==> src/source/ccc_consts.svh <==
// CCC command codes, reserved address, RW bit, ENEC/DISEC flag bits and byte width
`ifndef CCC_CONSTS_SVH
`define CCC_CONSTS_SVH

// Bus byte width
`define CCC_BYTE_W          8

// Bit 7 of the code marks a direct CCC
`define CCC_DIRECT_BIT      7

// Broadcast codes
`define CCC_BCAST_ENEC      8'h00
`define CCC_BCAST_DISEC     8'h01
`define CCC_BCAST_RSTDAA    8'h06
`define CCC_BCAST_SETMWL    8'h09
`define CCC_BCAST_SETMRL    8'h0A

// Direct codes
`define CCC_DIRECT_ENEC     8'h80
`define CCC_DIRECT_DISEC    8'h81
`define CCC_DIRECT_SETDASA  8'h87
`define CCC_DIRECT_SETMWL   8'h89
`define CCC_DIRECT_SETMRL   8'h8A
`define CCC_DIRECT_GETMWL   8'h8B
`define CCC_DIRECT_GETMRL   8'h8C
`define CCC_DIRECT_GETPID   8'h8D
`define CCC_DIRECT_GETBCR   8'h8E
`define CCC_DIRECT_GETDCR   8'h8F

// Reserved broadcast address, always acked
`define CCC_RSVD_ADDR       7'h7E
// Read/write bit position in the address byte
`define CCC_RW_BIT          0

// ENEC/DISEC flag byte bit positions
`define CCC_EC_INT_BIT      0
`define CCC_EC_CR_BIT       1
`define CCC_EC_HJ_BIT       3

// Third GETMRL byte, max IBI payload size
`define CCC_MRL_IBI_BYTE    8'hFF

`endif

==> src/source/ccc_pkg.sv <==
// Frame state type and shared byte, address, length and count types
`include "ccc_consts.svh"

package ccc_pkg;

  // One bus byte
  typedef logic [`CCC_BYTE_W-1:0] ccc_byte_t;
  // 7-bit target address
  typedef logic [6:0] ccc_addr_t;
  // Write or read length
  typedef logic [15:0] ccc_len_t;
  // Byte index or count, up to six response bytes
  typedef logic [2:0] ccc_cnt_t;

  // CCC frame sequencer states
  typedef enum logic [3:0] {
    Idle,
    WaitCcc,
    RxTbit,
    RxAddr,
    TxAddrAck,
    RxData,
    RxDataTbit,
    TxData,
    TxDataTbit,
    WaitBusCond,
    WaitStop,
    Done
  } ccc_state_e;

endpackage

==> src/source/ccc_frame_fsm.sv <==
// CCC frame sequencer: bus request lines, address matching and byte events
`timescale 1ns/1ps
`include "ccc_consts.svh"

module ccc_frame_fsm (
  input  logic               clk_i,
  input  logic               rst_ni,
  input  ccc_pkg::ccc_byte_t ccc_i,
  input  logic               ccc_valid_i,
  input  logic               bus_rstart_det_i,
  input  logic               bus_stop_det_i,
  input  logic               bus_rx_done_i,
  input  ccc_pkg::ccc_byte_t bus_rx_data_i,
  input  logic               bus_tx_done_i,
  input  ccc_pkg::ccc_addr_t target_dyn_address_i,
  input  ccc_pkg::ccc_addr_t target_sta_address_i,
  input  logic               target_dyn_address_valid_i,
  input  logic               target_sta_address_valid_i,
  input  ccc_pkg::ccc_byte_t tx_byte_i,
  input  logic               tx_last_i,
  output logic               bus_rx_req_bit_o,
  output logic               bus_rx_req_byte_o,
  output logic               bus_tx_req_bit_o,
  output logic               bus_tx_req_byte_o,
  output ccc_pkg::ccc_byte_t bus_tx_req_value_o,
  output logic               bus_tx_sel_od_pp_o,
  output logic               done_fsm_o,
  output ccc_pkg::ccc_byte_t cmd_code_o,
  output logic               addr_match_o,
  output logic               bcast_tbit_done_o,
  output logic               rx_byte_valid_o,
  output ccc_pkg::ccc_byte_t rx_byte_o,
  output ccc_pkg::ccc_cnt_t  rx_byte_idx_o,
  output logic               addr_ack_done_o,
  output logic               tx_byte_done_o
);
  import ccc_pkg::*;

  ccc_state_e state_q;
  ccc_state_e state_d;
  ccc_byte_t  cmd_code_q;
  ccc_addr_t  addr_q;
  logic       addr_rnw_q;
  logic       addr_valid_q;
  ccc_byte_t  rx_byte_q;
  ccc_cnt_t   rx_cnt_q;
  logic       is_direct;
  logic       our_addr;
  logic       rsvd_active;

  // Code handed over by the target FSM
  always_ff @(posedge clk_i or negedge rst_ni) begin
    if (!rst_ni) begin
      cmd_code_q <= '0;
    end else if (ccc_valid_i) begin
      cmd_code_q <= ccc_i;
    end
  end

  assign is_direct = cmd_code_q[`CCC_DIRECT_BIT];

  // Address byte after Sr; valid flag cleared at each new code
  always_ff @(posedge clk_i or negedge rst_ni) begin
    if (!rst_ni) begin
      addr_valid_q <= 1'b0;
    end else if (state_q == WaitCcc && ccc_valid_i) begin
      addr_valid_q <= 1'b0;
    end else if (state_q == RxAddr && bus_rx_done_i) begin
      addr_valid_q <= 1'b1;
    end
  end

  always_ff @(posedge clk_i) begin
    if (state_q == RxAddr && bus_rx_done_i) begin
      addr_q     <= bus_rx_data_i[7:1];
      addr_rnw_q <= bus_rx_data_i[`CCC_RW_BIT];
    end
    // Data byte held until its T-bit completes
    if (state_q == RxData && bus_rx_done_i) begin
      rx_byte_q <= bus_rx_data_i;
    end
  end

  // Dynamic address wins; static only without a valid dynamic one
  always_comb begin
    if (target_dyn_address_valid_i) begin
      our_addr = (addr_q == target_dyn_address_i);
    end else if (target_sta_address_valid_i) begin
      our_addr = (addr_q == target_sta_address_i);
    end else begin
      our_addr = 1'b0;
    end
  end

  assign rsvd_active = addr_valid_q && (addr_q == `CCC_RSVD_ADDR);

  // Data byte index, restarts after each address
  always_ff @(posedge clk_i or negedge rst_ni) begin
    if (!rst_ni) begin
      rx_cnt_q <= '0;
    end else if ((state_q == WaitCcc && ccc_valid_i) || (state_q == RxAddr && bus_rx_done_i)) begin
      rx_cnt_q <= '0;
    end else if (state_q == RxDataTbit && bus_rx_done_i && rx_cnt_q != 3'd7) begin
      rx_cnt_q <= rx_cnt_q + 3'd1;
    end
  end

  // Next state
  always_comb begin
    state_d = state_q;
    unique case (state_q)
      Idle:        state_d = WaitCcc;
      WaitCcc:     if (ccc_valid_i) state_d = RxTbit;
      RxTbit: begin
        // Broadcast data follows directly, direct CCC waits for Sr
        if (bus_rx_done_i) state_d = is_direct ? WaitBusCond : RxData;
      end
      RxAddr:      if (bus_rx_done_i) state_d = TxAddrAck;
      TxAddrAck: begin
        if (bus_tx_done_i) begin
          if (rsvd_active) state_d = WaitStop;
          else if (our_addr && addr_rnw_q) state_d = TxData;
          else if (our_addr) state_d = RxData;
          else state_d = WaitBusCond;
        end
      end
      RxData: begin
        if (bus_rstart_det_i) state_d = is_direct ? RxAddr : WaitStop;
        else if (bus_rx_done_i) state_d = RxDataTbit;
      end
      RxDataTbit:  if (bus_rx_done_i) state_d = RxData;
      TxData: begin
        if (bus_rstart_det_i) state_d = RxAddr;
        else if (bus_tx_done_i) state_d = TxDataTbit;
      end
      TxDataTbit:  if (bus_tx_done_i) state_d = tx_last_i ? WaitBusCond : TxData;
      WaitBusCond: if (bus_rstart_det_i) state_d = RxAddr;
      // Left only through the Stop override
      WaitStop:    state_d = WaitStop;
      Done:        state_d = Idle;
      default:     state_d = Idle;
    endcase
  end

  // Stop ends the CCC from any state
  always_ff @(posedge clk_i or negedge rst_ni) begin
    if (!rst_ni) begin
      state_q <= Idle;
    end else if (bus_stop_det_i) begin
      state_q <= Done;
    end else begin
      state_q <= state_d;
    end
  end

  // Bus requests, held until the matching done pulse
  always_comb begin
    bus_rx_req_bit_o   = 1'b0;
    bus_rx_req_byte_o  = 1'b0;
    bus_tx_req_bit_o   = 1'b0;
    bus_tx_req_byte_o  = 1'b0;
    bus_tx_req_value_o = '0;
    bus_tx_sel_od_pp_o = 1'b0;
    unique case (state_q)
      RxTbit, RxDataTbit: bus_rx_req_bit_o = 1'b1;
      RxAddr:             bus_rx_req_byte_o = 1'b1;
      // Drop the byte request in the Sr cycle
      RxData:             bus_rx_req_byte_o = !bus_rstart_det_i;
      TxAddrAck: begin
        // ACK is 0, open drain
        bus_tx_req_bit_o   = 1'b1;
        bus_tx_req_value_o = {7'h00, !(our_addr || rsvd_active)};
      end
      TxData: begin
        bus_tx_req_byte_o  = 1'b1;
        bus_tx_req_value_o = tx_byte_i;
        bus_tx_sel_od_pp_o = 1'b1;
      end
      TxDataTbit: begin
        // T-bit 0 ends the read
        bus_tx_req_bit_o   = 1'b1;
        bus_tx_req_value_o = {7'h00, !tx_last_i};
        bus_tx_sel_od_pp_o = 1'b1;
      end
      default: begin
      end
    endcase
  end

  assign done_fsm_o        = (state_q == Done);
  assign cmd_code_o        = cmd_code_q;
  assign addr_match_o      = addr_valid_q && our_addr;
  assign bcast_tbit_done_o = (state_q == RxTbit) && bus_rx_done_i;
  assign rx_byte_valid_o   = (state_q == RxDataTbit) && bus_rx_done_i && !rsvd_active;
  assign rx_byte_o         = rx_byte_q;
  assign rx_byte_idx_o     = rx_cnt_q;
  assign addr_ack_done_o   = (state_q == TxAddrAck) && bus_tx_done_i;
  // Byte plus its T-bit sent
  assign tx_byte_done_o    = (state_q == TxDataTbit) && bus_tx_done_i;

endmodule

==> src/source/ccc_set_handler.sv <==
// SET CCC handler: SETMWL, SETMRL, ENEC, DISEC, SETDASA and RSTDAA outputs
`timescale 1ns/1ps
`include "ccc_consts.svh"

module ccc_set_handler (
  input  logic               clk_i,
  input  logic               rst_ni,
  input  ccc_pkg::ccc_byte_t cmd_code_i,
  input  logic               bcast_tbit_done_i,
  input  logic               rx_byte_valid_i,
  input  ccc_pkg::ccc_byte_t rx_byte_i,
  input  ccc_pkg::ccc_cnt_t  rx_byte_idx_i,
  output logic               set_mwl_o,
  output ccc_pkg::ccc_len_t  mwl_o,
  output logic               set_mrl_o,
  output ccc_pkg::ccc_len_t  mrl_o,
  output logic               enec_ibi_o,
  output logic               enec_crr_o,
  output logic               enec_hj_o,
  output logic               disec_ibi_o,
  output logic               disec_crr_o,
  output logic               disec_hj_o,
  output logic               set_dasa_valid_o,
  output ccc_pkg::ccc_addr_t set_dasa_o,
  output logic               rstdaa_o
);
  import ccc_pkg::*;

  logic first_byte;
  logic second_byte;

  assign first_byte  = rx_byte_valid_i && (rx_byte_idx_i == 3'd0);
  assign second_byte = rx_byte_valid_i && (rx_byte_idx_i == 3'd1);

  always_ff @(posedge clk_i or negedge rst_ni) begin
    if (!rst_ni) begin
      set_mwl_o        <= 1'b0;
      mwl_o            <= '0;
      set_mrl_o        <= 1'b0;
      mrl_o            <= '0;
      enec_ibi_o       <= 1'b0;
      enec_crr_o       <= 1'b0;
      enec_hj_o        <= 1'b0;
      disec_ibi_o      <= 1'b0;
      disec_crr_o      <= 1'b0;
      disec_hj_o       <= 1'b0;
      set_dasa_valid_o <= 1'b0;
      rstdaa_o         <= 1'b0;
    end else begin
      // Pulses by default
      set_mwl_o        <= 1'b0;
      set_mrl_o        <= 1'b0;
      set_dasa_valid_o <= 1'b0;
      rstdaa_o         <= bcast_tbit_done_i && (cmd_code_i == `CCC_BCAST_RSTDAA);
      case (cmd_code_i)
        // Length MSB first, strobe on the low half
        `CCC_BCAST_SETMWL, `CCC_DIRECT_SETMWL: begin
          if (first_byte) mwl_o[15:8] <= rx_byte_i;
          if (second_byte) begin
            mwl_o[7:0] <= rx_byte_i;
            set_mwl_o  <= 1'b1;
          end
        end
        `CCC_BCAST_SETMRL, `CCC_DIRECT_SETMRL: begin
          if (first_byte) mrl_o[15:8] <= rx_byte_i;
          if (second_byte) begin
            mrl_o[7:0] <= rx_byte_i;
            set_mrl_o  <= 1'b1;
          end
        end
        `CCC_BCAST_ENEC, `CCC_DIRECT_ENEC: begin
          if (first_byte) begin
            enec_ibi_o <= rx_byte_i[`CCC_EC_INT_BIT];
            enec_crr_o <= rx_byte_i[`CCC_EC_CR_BIT];
            enec_hj_o  <= rx_byte_i[`CCC_EC_HJ_BIT];
          end
        end
        `CCC_BCAST_DISEC, `CCC_DIRECT_DISEC: begin
          if (first_byte) begin
            disec_ibi_o <= rx_byte_i[`CCC_EC_INT_BIT];
            disec_crr_o <= rx_byte_i[`CCC_EC_CR_BIT];
            disec_hj_o  <= rx_byte_i[`CCC_EC_HJ_BIT];
          end
        end
        `CCC_DIRECT_SETDASA: set_dasa_valid_o <= first_byte;
        default: begin
        end
      endcase
    end
  end

  // New dynamic address sits in bits 7:1
  always_ff @(posedge clk_i) begin
    if (first_byte && cmd_code_i == `CCC_DIRECT_SETDASA) begin
      set_dasa_o <= rx_byte_i[7:1];
    end
  end

endmodule

==> src/source/ccc_get_handler.sv <==
// GET CCC handler: response byte count and MSB-first byte select
`timescale 1ns/1ps
`include "ccc_consts.svh"

module ccc_get_handler (
  input  logic               clk_i,
  input  logic               rst_ni,
  input  ccc_pkg::ccc_byte_t cmd_code_i,
  input  logic               addr_match_i,
  input  logic               addr_ack_done_i,
  input  logic               tx_byte_done_i,
  input  ccc_pkg::ccc_byte_t get_bcr_i,
  input  ccc_pkg::ccc_byte_t get_dcr_i,
  input  ccc_pkg::ccc_len_t  get_mwl_i,
  input  ccc_pkg::ccc_len_t  get_mrl_i,
  input  logic [47:0]        get_pid_i,
  output ccc_pkg::ccc_byte_t tx_byte_o,
  output logic               tx_last_o
);
  import ccc_pkg::*;

  ccc_cnt_t cnt_q;
  ccc_cnt_t cnt_init;

  // Bytes left, including the one on the bus
  always_ff @(posedge clk_i or negedge rst_ni) begin
    if (!rst_ni) begin
      cnt_q <= '0;
    end else if (addr_ack_done_i) begin
      cnt_q <= addr_match_i ? cnt_init : '0;
    end else if (tx_byte_done_i && cnt_q != '0) begin
      cnt_q <= cnt_q - 3'd1;
    end
  end

  // Unknown read sends a single zero byte
  assign tx_last_o = (cnt_q <= 3'd1);

  // Highest count picks the most significant byte
  always_comb begin
    cnt_init  = '0;
    tx_byte_o = '0;
    case (cmd_code_i)
      `CCC_DIRECT_GETBCR: begin
        cnt_init  = 3'd1;
        tx_byte_o = get_bcr_i;
      end
      `CCC_DIRECT_GETDCR: begin
        cnt_init  = 3'd1;
        tx_byte_o = get_dcr_i;
      end
      `CCC_DIRECT_GETMWL: begin
        cnt_init  = 3'd2;
        tx_byte_o = (cnt_q == 3'd2) ? get_mwl_i[15:8] : get_mwl_i[7:0];
      end
      `CCC_DIRECT_GETMRL: begin
        cnt_init = 3'd3;
        case (cnt_q)
          3'd3:    tx_byte_o = get_mrl_i[15:8];
          3'd2:    tx_byte_o = get_mrl_i[7:0];
          default: tx_byte_o = `CCC_MRL_IBI_BYTE;
        endcase
      end
      `CCC_DIRECT_GETPID: begin
        cnt_init = 3'd6;
        case (cnt_q)
          3'd6:    tx_byte_o = get_pid_i[47:40];
          3'd5:    tx_byte_o = get_pid_i[39:32];
          3'd4:    tx_byte_o = get_pid_i[31:24];
          3'd3:    tx_byte_o = get_pid_i[23:16];
          3'd2:    tx_byte_o = get_pid_i[15:8];
          default: tx_byte_o = get_pid_i[7:0];
        endcase
      end
      default: begin
      end
    endcase
  end

endmodule

==> src/source/ccc_top.sv <==
// CCC handler top level: frame sequencer with SET and GET handlers
`timescale 1ns/1ps

module ccc_top (
  input  logic               clk_i,
  input  logic               rst_ni,
  input  ccc_pkg::ccc_byte_t ccc_i,
  input  logic               ccc_valid_i,
  output logic               done_fsm_o,
  input  logic               bus_rstart_det_i,
  input  logic               bus_stop_det_i,
  input  logic               bus_rx_done_i,
  input  ccc_pkg::ccc_byte_t bus_rx_data_i,
  output logic               bus_rx_req_bit_o,
  output logic               bus_rx_req_byte_o,
  input  logic               bus_tx_done_i,
  output logic               bus_tx_req_bit_o,
  output logic               bus_tx_req_byte_o,
  output ccc_pkg::ccc_byte_t bus_tx_req_value_o,
  output logic               bus_tx_sel_od_pp_o,
  input  ccc_pkg::ccc_addr_t target_dyn_address_i,
  input  logic               target_dyn_address_valid_i,
  input  ccc_pkg::ccc_addr_t target_sta_address_i,
  input  logic               target_sta_address_valid_i,
  input  ccc_pkg::ccc_byte_t get_bcr_i,
  input  ccc_pkg::ccc_byte_t get_dcr_i,
  input  ccc_pkg::ccc_len_t  get_mwl_i,
  input  ccc_pkg::ccc_len_t  get_mrl_i,
  input  logic [47:0]        get_pid_i,
  output logic               set_mwl_o,
  output ccc_pkg::ccc_len_t  mwl_o,
  output logic               set_mrl_o,
  output ccc_pkg::ccc_len_t  mrl_o,
  output logic               enec_ibi_o,
  output logic               enec_crr_o,
  output logic               enec_hj_o,
  output logic               disec_ibi_o,
  output logic               disec_crr_o,
  output logic               disec_hj_o,
  output logic               set_dasa_valid_o,
  output ccc_pkg::ccc_addr_t set_dasa_o,
  output logic               rstdaa_o
);
  import ccc_pkg::*;

  ccc_byte_t cmd_code;
  logic      addr_match;
  logic      bcast_tbit_done;
  logic      rx_byte_valid;
  ccc_byte_t rx_byte;
  ccc_cnt_t  rx_byte_idx;
  logic      addr_ack_done;
  logic      tx_byte_done;
  ccc_byte_t tx_byte;
  logic      tx_last;

  // Bus sequencing and byte events
  ccc_frame_fsm i_frame_fsm (
    .clk_i, .rst_ni, .ccc_i, .ccc_valid_i, .bus_rstart_det_i, .bus_stop_det_i,
    .bus_rx_done_i, .bus_rx_data_i, .bus_tx_done_i,
    .target_dyn_address_i, .target_sta_address_i,
    .target_dyn_address_valid_i, .target_sta_address_valid_i,
    .tx_byte_i (tx_byte),
    .tx_last_i (tx_last),
    .bus_rx_req_bit_o, .bus_rx_req_byte_o, .bus_tx_req_bit_o, .bus_tx_req_byte_o,
    .bus_tx_req_value_o, .bus_tx_sel_od_pp_o, .done_fsm_o,
    .cmd_code_o        (cmd_code),
    .addr_match_o      (addr_match),
    .bcast_tbit_done_o (bcast_tbit_done),
    .rx_byte_valid_o   (rx_byte_valid),
    .rx_byte_o         (rx_byte),
    .rx_byte_idx_o     (rx_byte_idx),
    .addr_ack_done_o   (addr_ack_done),
    .tx_byte_done_o    (tx_byte_done)
  );

  // Write CCCs
  ccc_set_handler i_set_handler (
    .clk_i, .rst_ni,
    .cmd_code_i        (cmd_code),
    .bcast_tbit_done_i (bcast_tbit_done),
    .rx_byte_valid_i   (rx_byte_valid),
    .rx_byte_i         (rx_byte),
    .rx_byte_idx_i     (rx_byte_idx),
    .set_mwl_o, .mwl_o, .set_mrl_o, .mrl_o,
    .enec_ibi_o, .enec_crr_o, .enec_hj_o,
    .disec_ibi_o, .disec_crr_o, .disec_hj_o,
    .set_dasa_valid_o, .set_dasa_o, .rstdaa_o
  );

  // Read CCCs
  ccc_get_handler i_get_handler (
    .clk_i, .rst_ni,
    .cmd_code_i      (cmd_code),
    .addr_match_i    (addr_match),
    .addr_ack_done_i (addr_ack_done),
    .tx_byte_done_i  (tx_byte_done),
    .get_bcr_i, .get_dcr_i, .get_mwl_i, .get_mrl_i, .get_pid_i,
    .tx_byte_o       (tx_byte),
    .tx_last_o       (tx_last)
  );

endmodule

==> config.mk <==
export PLATFORM = sky130hd
export DESIGN_NAME = ccc_top
export DESIGN_NICKNAME = d
export VERILOG_FILES = /design/src/source/ccc_pkg.sv /design/src/source/ccc_frame_fsm.sv /design/src/source/ccc_set_handler.sv /design/src/source/ccc_get_handler.sv /design/src/source/ccc_top.sv
export VERILOG_INCLUDE_DIRS = /design/src /design/src/source
export SDC_FILE = /design/constraint.sdc
export NUM_CORES = 1
export LEC_CHECK = 0
export BUFFER_PORTS_ARGS = -buffer_cell sky130_fd_sc_hd__buf_2
export CORE_MARGIN = 5
export CORE_UTILIZATION = 45
export DETAILED_ROUTE_END_ITERATION = 6
export PLACE_DENSITY = 0.77
export SLEW_MARGIN = 20
export SYNTH_ARGS = -nofsm -noshare
export SYNTH_HDL_FRONTEND = slang
export SYNTH_SLANG_ARGS = --single-unit
==> constraint.sdc <==
create_clock -name clk_i -period 3.3 [get_ports clk_i]
set_input_delay 0.495 -clock clk_i [delete_from_list [all_inputs] [get_ports clk_i]]
set_output_delay 0.495 -clock clk_i [all_outputs]
set_load 0.02 [all_outputs]
After elaboration in Yosys (flattened, before gate mapping)
Index checks and enable logic that the tools add are counted.
- reduce and logical (&&, ||, !) cells: 45
- magnitude comparators: 1
- equality and inequality tests: 44
- add/sub/neg operators: 2
- multiplexer cells: 43
- operators with widths (cell ; count):
    8-bit == test (second input constant) ; 10
    8-bit case mux with 5 select lines ; 2
    4-bit two-way mux ; 18
    4-bit case mux with 11 select lines ; 1
    3-bit != test (second input constant) ; 8
    8-bit case mux with 3 select lines ; 1
    1-bit logical AND ; 17
    4-bit by 3-bit == test with 1-bit output (second input constant) ; 4
    4-bit == test (second input constant) ; 4
    8-bit by 4-bit == test with 1-bit output (second input constant) ; 2
    8-bit case mux with 2 select lines ; 1
    2-bit OR reduction ; 8
    3-bit two-way mux ; 5
    7-bit == test ; 2
    1-bit two-way mux ; 12
    3-bit case mux with 4 select lines ; 1
    2-bit AND reduction ; 6
    3-bit == test (second input constant) ; 3
    9-bit AND reduction ; 1
    4-bit by 2-bit == test with 1-bit output (second input constant) ; 2
    8-bit by 1-bit == test with 1-bit output (second input constant) ; 1
    8-bit by 3-bit == test with 1-bit output (second input constant) ; 1
    8-bit zero test ; 1
    8-bit two-way mux ; 1
    15 further kinds ; 23
- register bits: 84
- word-level logic and storage cells: 158
- input port bits: 135
- output and inout port bits: 63

Depth between registers and ports, before layout
Gate-level depths: netlist of run 1.
- word-level depth: 9
- mapped depth: 9
- gate-level depth less buffers: 7

Modules after synthesis
A second synthesis of run 1 with hierarchy kept.
- cells, all modules: 426
- area total of the unflattened synthesis: 4932.2 um^2
- modules (own cells, without submodules) (module ; times used ; area each (um^2) ; seq. area each (um^2) ; cells each):
    ccc_frame_fsm ; 1 ; 1931.9 ; 880.8 ; 173
    ccc_set_handler ; 1 ; 1890.6 ; 1261.2 ; 108
    ccc_get_handler ; 1 ; 1109.8 ; 75.1 ; 145

Worst setup path before layout of run 1
No wires, ideal clock.
- kind: register -> output
- from: register i_get_handler.cnt_q[0]
- to: output port bus_tx_req_value_o[0]
- path slack: 0.546 ns
- path buffers: 2
- cell stages (with the launch flop): 10
- data required time: 2.805 ns
- arrival time: 2.259 ns
- cell sequence: dfrtp_1 -> inv_1 -> ha_1 -> clkbuf_1 -> nor2b_1 -> clkbuf_1 -> mux2i_1 -> a211oi_1 -> a211oi_1 -> o21ai_0
- cells in the longest elaborated chain, start to end: 4
- elaborated cells between the ends (all ways): 12
- those cells by class: 1 x order compare; 5 x eq/ne; 5 x mux; 1 x reduce/logical
- RTL lines (item ; RTL line ; RTL):
    start: declaration ; ccc_get_handler.sv:22 ; ccc_cnt_t cnt_q;
    start signal: assignment ; ccc_get_handler.sv:30 ; cnt_q <= addr_match_i ? cnt_init : '0;
    start signal: assignment ; ccc_get_handler.sv:32 ; cnt_q <= cnt_q - 3'd1;
    3-bit by 2-bit == test with 1-bit output, or another cell as far along ; ccc_get_handler.sv:54, ccc_get_handler.sv:58, ccc_get_handler.sv:66 ;
    8-bit case mux with 5 select lines, or another cell as far along ; ccc_get_handler.sv:66 ; case (cnt_q)
    8-bit case mux with 5 select lines ; ccc_get_handler.sv:43 ; case (cmd_code_i)
    8-bit case mux with 3 select lines * ; ccc_frame_fsm.sv:164 ; unique case (state_q)
    end: declaration ; ccc_top.sv:19 ; output ccc_pkg::ccc_byte_t bus_tx_req_value_o,
Mark *: on every way between the ends. The rest lies on a longest branch, timed or not.

Worst setup path in the final report of run 1
- from: register i_get_handler.cnt_q[0]
- to: output port bus_tx_req_value_o[1]
- cells in the longest elaborated chain, start to end: 4
- elaborated cells between the ends (all ways): 10
- those cells by class: 5 x eq/ne; 5 x mux
- RTL lines (item ; RTL line):
    3-bit by 2-bit == test with 1-bit output, or another cell as far along ; ccc_get_handler.sv:54, ccc_get_handler.sv:58, ccc_get_handler.sv:66
    8-bit case mux with 5 select lines, or another cell as far along ; ccc_get_handler.sv:66
    8-bit case mux with 5 select lines * ; ccc_get_handler.sv:43
    8-bit case mux with 3 select lines * ; ccc_frame_fsm.sv:164
Marked as above.

==> results of run 1 <==
==> layout make-up <==
type / count / area (µm²) / share of cell area [%]
Clock buffer: 9 / 124 / 2.02
Timing Repair Buffer: 206 / 1060 / 17.2
Inverter: 23 / 86.3 / 1.41
Tap cell: 136 / 170 / 2.77
Clock inverter: 7 / 78.8 / 1.28
Sequential cell: 84 / 2220 / 36.1
Multi-Input combinational cell: 308 / 2410 / 39.2
==> worst paths after layout <==
| path | startpoint | endpoint | slack (ns) |
|---|---|---|---|
| worst min-delay path | rst_ni | i_set_handler.mrl_o[2]$_DFFE_PN0P_ | 0.14 |
| worst max register to register | i_frame_fsm.state_q[1]$_DFFE_PN0P_ | i_set_handler.disec_ibi_o$_DFFE_PN0P_ | 0.68 |
| worst max-delay path | i_get_handler.cnt_q[0]$_DFFE_PN0P_ | bus_tx_req_value_o[1] | 0.14 |
| worst min register to register | i_set_handler.mrl_o[12]$_DFFE_PN0P_ | i_set_handler.mrl_o[12]$_DFFE_PN0P_ | 0.51 |
| min in group clk_i | bus_rx_data_i[6] | i_frame_fsm.rx_byte_o[6]$_DFFE_PP_ | 0.33 |
| max in group asynchronous | rst_ni | i_set_handler.mrl_o[14]$_DFFE_PN0P_ | 2.55 |
==> flip-flops by register name (all words and copies together), names as in the netlist, 3 cells and up <==
name and flops:
i_get_handler.cnt_q 3, i_set_handler.mwl_o 16, i_frame_fsm.rx_byte_idx_o 3, i_frame_fsm.addr_q 7
i_frame_fsm.cmd_code_o 8, i_frame_fsm.state_q 4, i_frame_fsm.rx_byte_o 8, i_set_handler.mrl_o 16
i_set_handler.set_dasa_o 7
==> power groups by stage <==
stage | Sequential (mW) | Combinational, mW | Clock, mW
floorplan | 1.22 | 1.02 | 0
global placement | 1.34 | 1.24 | 0
detailed placement | 1.34 | 1.26 | 0
CTS | 1.32 | 1.27 | 0.732
global route | 1.34 | 1.43 | 0.788
finish | 1.33 | 1.29 | 0.719
==> routing by layer <==
layer | wire length (µm) | track usage (%)
met1 | 5960 | 28.3
met2 | 7190 | 37.8
met3 | 1140 | 5.08
met4 | 174 | 5.45
met5 | 0 | 0
==> Yosys cell counts, drive strengths merged (5+ instances only) <==
master | number | share of area (%)
a22oi | 8 | 1.3
nand4 | 7 | 0.91
o21ai | 22 | 2.3
a222oi | 6 | 1.3
ha | 9 | 2.3
xnor2 | 13 | 2.4
dfrtp | 61 | 32
a22o | 8 | 1.5
clkbuf | 20 | 1.6
nor3 | 7 | 1.0
a221oi | 10 | 1.8
nand2 | 24 | 1.9
nor2b | 5 | 0.65
a21oi | 19 | 2.0
mux2 | 59 | 14
a31oi | 6 | 0.78
mux2i | 6 | 1.3
inv | 23 | 1.8
nor2 | 30 | 2.4
buf | 5 | 0.60
edfxtp | 23 | 14
a221o | 9 | 1.9
==> metrics by stage <==
| stage | std cells | util [%] | worst slack [ns] | hold slack, ns | total power [mW] |
|---|---|---|---|---|---|
| 4_1_cts | 773 | 59.1 | 0.0267 | 0.313 | 3.32 |
| 5_1_grt | 773 | 59.2 | 0.00589 | 0.164 | 3.56 |
| 3_3_place_gp | 757 | 57.1 | 0.536 | 0.487 | 2.58 |
| 2_1_floorplan | 440 | - | 0.546 | 0.199 | 2.25 |
| 6_report | 773 | 59.2 | 0.143 | 0.140 | 3.34 |
| 3_5_place_dp | 757 | 57.1 | 0.424 | 0.491 | 2.60 |
==> worst max-delay path, cell delays in order (launching register included) <==
cell     delay (ns)
dfrtp_1        0.45
inv_1          0.13
ha_1           0.41
nor2b_1        0.24
buf_4          0.17
mux2_2         0.34
a22oi_1        0.26
a21oi_1        0.13
buf_2          0.19
==> logic make-up (layout without fill, tap and decap cells) <==
group | after synthesis | after routing | synth area share [%]
multiplexers | 65 | 65 | 15.3
flip-flops | 84 | 84 | 46.2
buffers and inverters | 48 | 245 | 3.96
adder cells (fa/ha/maj) | 9 | 9 | 2.35
AND/OR/NAND/NOR | 105 | 105 | 12.0
XOR/XNOR | 16 | 16 | 2.92
AO/OA/AOI/OAI | 113 | 113 | 17.3
==> run summary, run 1 <==
status - finished, violations left
failing checks - DRC
DR WL/cell - 18.7 µm
CTS tree - done
FP Rows - 37
Fin Clk Skew - 0.0123 ns
Resized cells post-CTS - 0
switching pwr - 1.30 mW
Max VDD drop - 0.000252 V
Worst Reg2Reg Path Length in Cells - 5
CTS Buf Count - 9
CTS clk-pin slew, worst paths - 0.10 ns
Die Ht - 113 µm
most common cell after layout, fill and taps aside - buf_2
final setup vio count - 0
sw frac - 39.0%
Mapped Area - 0.00480 mm²
GRT Util Overall - 22.1%
first-pass GRT wire length - 22700 µm
leakage power - 2.97 nW
Worst Setup End Kind - output port
top_reg_cell synth - dfrtp_1
DRC Markers - 2
fill count - 881
Skew-Pair Late Insertion Delay - 0.36 ns
Die Span X - 113 µm
vias in the first global route - 4466
Initial Util - 46.3%
Synth Instances - 440
number of synthesized flops with an enable pin - 23
fin nets - 776
max cap viols - 0
Seq pwr share - 39.7%
Overflow after GRT - 0
Slew Viols, Final - 0
first-pass detailed-route iteration total - 7
Syn Area/Cell - 10.9 µm²
finished layout cell area - 0.00614 mm²
Placement Cell Area - 0.00592 mm²
Clock Tree Buf Depth - 2
Logic pwr share - 38.8%
#FFs+latches synth - 84
worst setup path category - flip-flop to output port
worst-margin pin slew - 0.766 ns
initial antenna violation count - 0
Rel. slew slack - 48.7%
Worst Path Max Fanout - 11
Seq/Total Area, Yosys - 46.2%
Initial DRC Count - 458
RSZ-0062 raised after global routing - false
ant diodes - 0
largest net degree at the start of global routing - 49
Max H-tree Level - 3
core box area - 0.0104 mm²
via count - 4348
Syn. warnings - 0
Pwr Density - 544 mW/mm²
CTS Hold Bufs - 0
Detailed Route WL - 14500 µm
layout cells sized above 1 - 46.6%
Clk pwr share - 21.5%
crit path time final - 3.16 ns
Top Ports - 198
number of port buffers - 197
Hold Crit Class - input port to asynchronous set/reset pin
most frequent cells in the layout - 196 x buf_2, 61 x dfrtp_1, 56 x mux2_2, 27 x nor2_1, 24 x nand2_1
Startpoint Class - flip-flop
Synth cell types - 61
gpl congestion - 0.898
CP Data Required Time - 2.80 ns
ys async rst share - 72.6%
vias per cell - 5.62
dpl hpwl - 11400 µm
CTS root buf - clkbuf_8
Final Hold Viols - 0
post-synth net total - 584
DRT antenna net count - 0
maximum clock rate - 317 MHz
setup bufs post-CTS - 0
Tcrit/Tclk final - 95.7%
CTS Sinks - 84
arrival time of the worst setup path - 2.66 ns
die area - 0.0128 mm²
Area growth syn-to-layout - 27.9%
TNS Setup - 0 ns
P_int - 2.04 mW
Power figures use the tool's default switching activity.
==> inputs of run 2 (changes only) <==
==> constraint.sdc (replaced) <==
create_clock -name clk_i -period 3.3 [get_ports clk_i]
set_input_delay 0.33 -clock clk_i [delete_from_list [all_inputs] [get_ports clk_i]]
set_output_delay 0.33 -clock clk_i [all_outputs]
set_load 0.02 [all_outputs]
==> run 2 against run 1 <==
  * Utilization decreased by 0.22 points
  * Routed wire length increased by 1.9%
  * Clock skew decreased by 0.0033 ns
  * Non-clock buffer count unchanged
  * Setup slack improved by 0.15 ns
  * Combinational power about the same
  * Sequential share of layout area increased by 0.13 points
  * Maximum frequency increased by 4.9%
  * Critical path depth increased by 1
  * Highest routed layer unchanged
  * Total power decreased by 0.41%
  * The flow now finishes without violations
==> run summary, run 2 (synthesis results as in run 1) <==
ant diodes - 0
via count - 4353
layout cells sized above 1 - 46.0%
DRT antenna net count - 0
Worst Path Max Fanout - 18
CTS tree - done
Rel. slew slack - 44.8%
most frequent cells in the layout - 197 x buf_2, 61 x dfrtp_1, 56 x mux2_2, 28 x nor2_1, 24 x nand2_1
Hold Crit Class - input port to asynchronous set/reset pin
Die Span X - 113 µm
CTS Hold Bufs - 0
Detailed Route WL - 14700 µm
Fin Clk Skew - 0.00899 ns
CTS Buf Count - 9
r2r endpoint - i_set_handler.disec_ibi_o$_DFFE_PN0P_
max cap viols - 0
arrival time of the worst setup path - 2.68 ns
Startpoint Class - flip-flop
Pwr Density - 544 mW/mm²
Worst R2R Start - i_frame_fsm.state_q[0]$_DFFE_PN0P_
crit path time final - 3.01 ns
CP Data Required Time - 2.97 ns
Largest regs - i_set_handler.mrl_o: 16 flops, i_set_handler.mwl_o: 16 flops
number of port buffers - 197
Seq pwr share - 39.4%
initial antenna violation count - 0
Top Ports - 198
Clk pwr share - 21.0%
FP Rows - 37
gpl congestion - 0.932
fin nets - 776
Max H-tree Level - 3
worst setup path category - flip-flop to output port
setup bufs post-CTS - 0
leakage power - 2.96 nW
Max VDD drop - 0.000348 V
finished layout cell area - 0.00612 mm²
RSZ-0062 raised after global routing - false
most common cell after layout, fill and taps aside - buf_2
DR WL/cell - 19.1 µm
sw frac - 37.4%
TNS Setup - 0 ns
GRT Util Overall - 22.5%
worst-margin pin slew - 0.824 ns
Logic pwr share - 39.6%
Die Ht - 113 µm
CTS root buf - clkbuf_8
first-pass GRT wire length - 23300 µm
register-to-register setup slack - 0.79 ns
core box area - 0.0104 mm²
Placement Cell Area - 0.00592 mm²
switching pwr - 1.24 mW
fill count - 909
Worst Setup End Kind - output port
Overflow after GRT - 0
Resized cells post-CTS - 0
vias per cell - 5.63
DRC Markers - 0
status - complete, no violations
vias in the first global route - 4536
P_int - 2.08 mW
first-pass detailed-route iteration total - 7
die area - 0.0128 mm²
Area growth syn-to-layout - 27.4%
CTS Sinks - 84
Final Hold Viols - 0
maximum clock rate - 332 MHz
dpl hpwl - 11600 µm
Clock Tree Buf Depth - 2
Initial DRC Count - 449
largest net degree at the start of global routing - 33
Slew Viols, Final - 0
CTS clk-pin slew, worst paths - 0.08 ns
Tcrit/Tclk final - 91.2%
Worst Reg2Reg Path Length in Cells - 5
Skew-Pair Late Insertion Delay - 0.35 ns
final setup vio count - 0
Initial Util - 46.3%
[run 2: layer usage]
metal,part of all wire [%],track usage (%),up-vias
met5,0,0,-
met4,1.1,4.09,0
met3,7.9,6.15,18
met2,51,39.7,203
met1,40,28.0,2093
li1,-,-,2039
[run 2: layout make-up]
class,instances,area (µm²),share of cell area [%]
Multi-Input combinational cell,308,2400,39.3
Tap cell,136,170,2.78
Sequential cell,84,2220,36.2
Clock inverter,4,50.0,0.818
Timing Repair Buffer,206,1050,17.2
Clock buffer,12,135,2.21
Inverter,23,86.3,1.41
[run 2: stage by stage]
stage	hold WS, ns	worst slack [ns]	instances	utilization [%]	power, mW
3_3_place_gp	0.407	0.704	757	57.1	2.57
2_1_floorplan	0.0344	0.711	440	-	2.25
4_1_cts	0.0475	0.145	773	58.9	3.32
3_5_place_dp	0.421	0.532	757	57.1	2.62
6_report	0.0271	0.289	773	59.0	3.32
5_1_grt	0.0631	0.0442	773	59.0	3.55
[run 2: worst max-delay path: stages (launching register included)]
cell and delay (ns):
dfrtp_1 0.45, inv_1 0.13, ha_1 0.40, buf_4 0.30, nor3_1 0.09, nor2_1 0.39, nor2_1 0.07, o21ai_0 0.20
a31oi_1 0.11, buf_2 0.19
[run 2: worst max path at each step]
stage	start	endpoint	slack, ns	cells past startpoint
after floorplan	i_get_handler.cnt_q[0]$_DFFE_PN0P_	bus_tx_req_value_o[0]	0.71	9
final	i_get_handler.cnt_q[0]$_DFFE_PN0P_	bus_tx_req_value_o[5]	0.29	9
after global placement	i_get_handler.cnt_q[0]$_DFFE_PN0P_	bus_tx_req_value_o[0]	0.70	8
after global routing	i_get_handler.cnt_q[0]$_DFFE_PN0P_	bus_tx_req_value_o[6]	0.04	9
after detailed placement	i_get_handler.cnt_q[0]$_DFFE_PN0P_	bus_tx_req_value_o[0]	0.53	8
after CTS	i_get_handler.cnt_q[0]$_DFFE_PN0P_	bus_tx_req_value_o[0]	0.14	8
[run 2: power by group through the flow]
stage	Sequential (mW)	Combinational (mW)	Clock, mW
2_1_floorplan	1.22	1.02	0
3_3_place_gp	1.32	1.26	0
3_5_place_dp	1.33	1.29	0
4_1_cts	1.31	1.30	0.716
5_1_grt	1.33	1.45	0.775
6_report	1.31	1.32	0.698
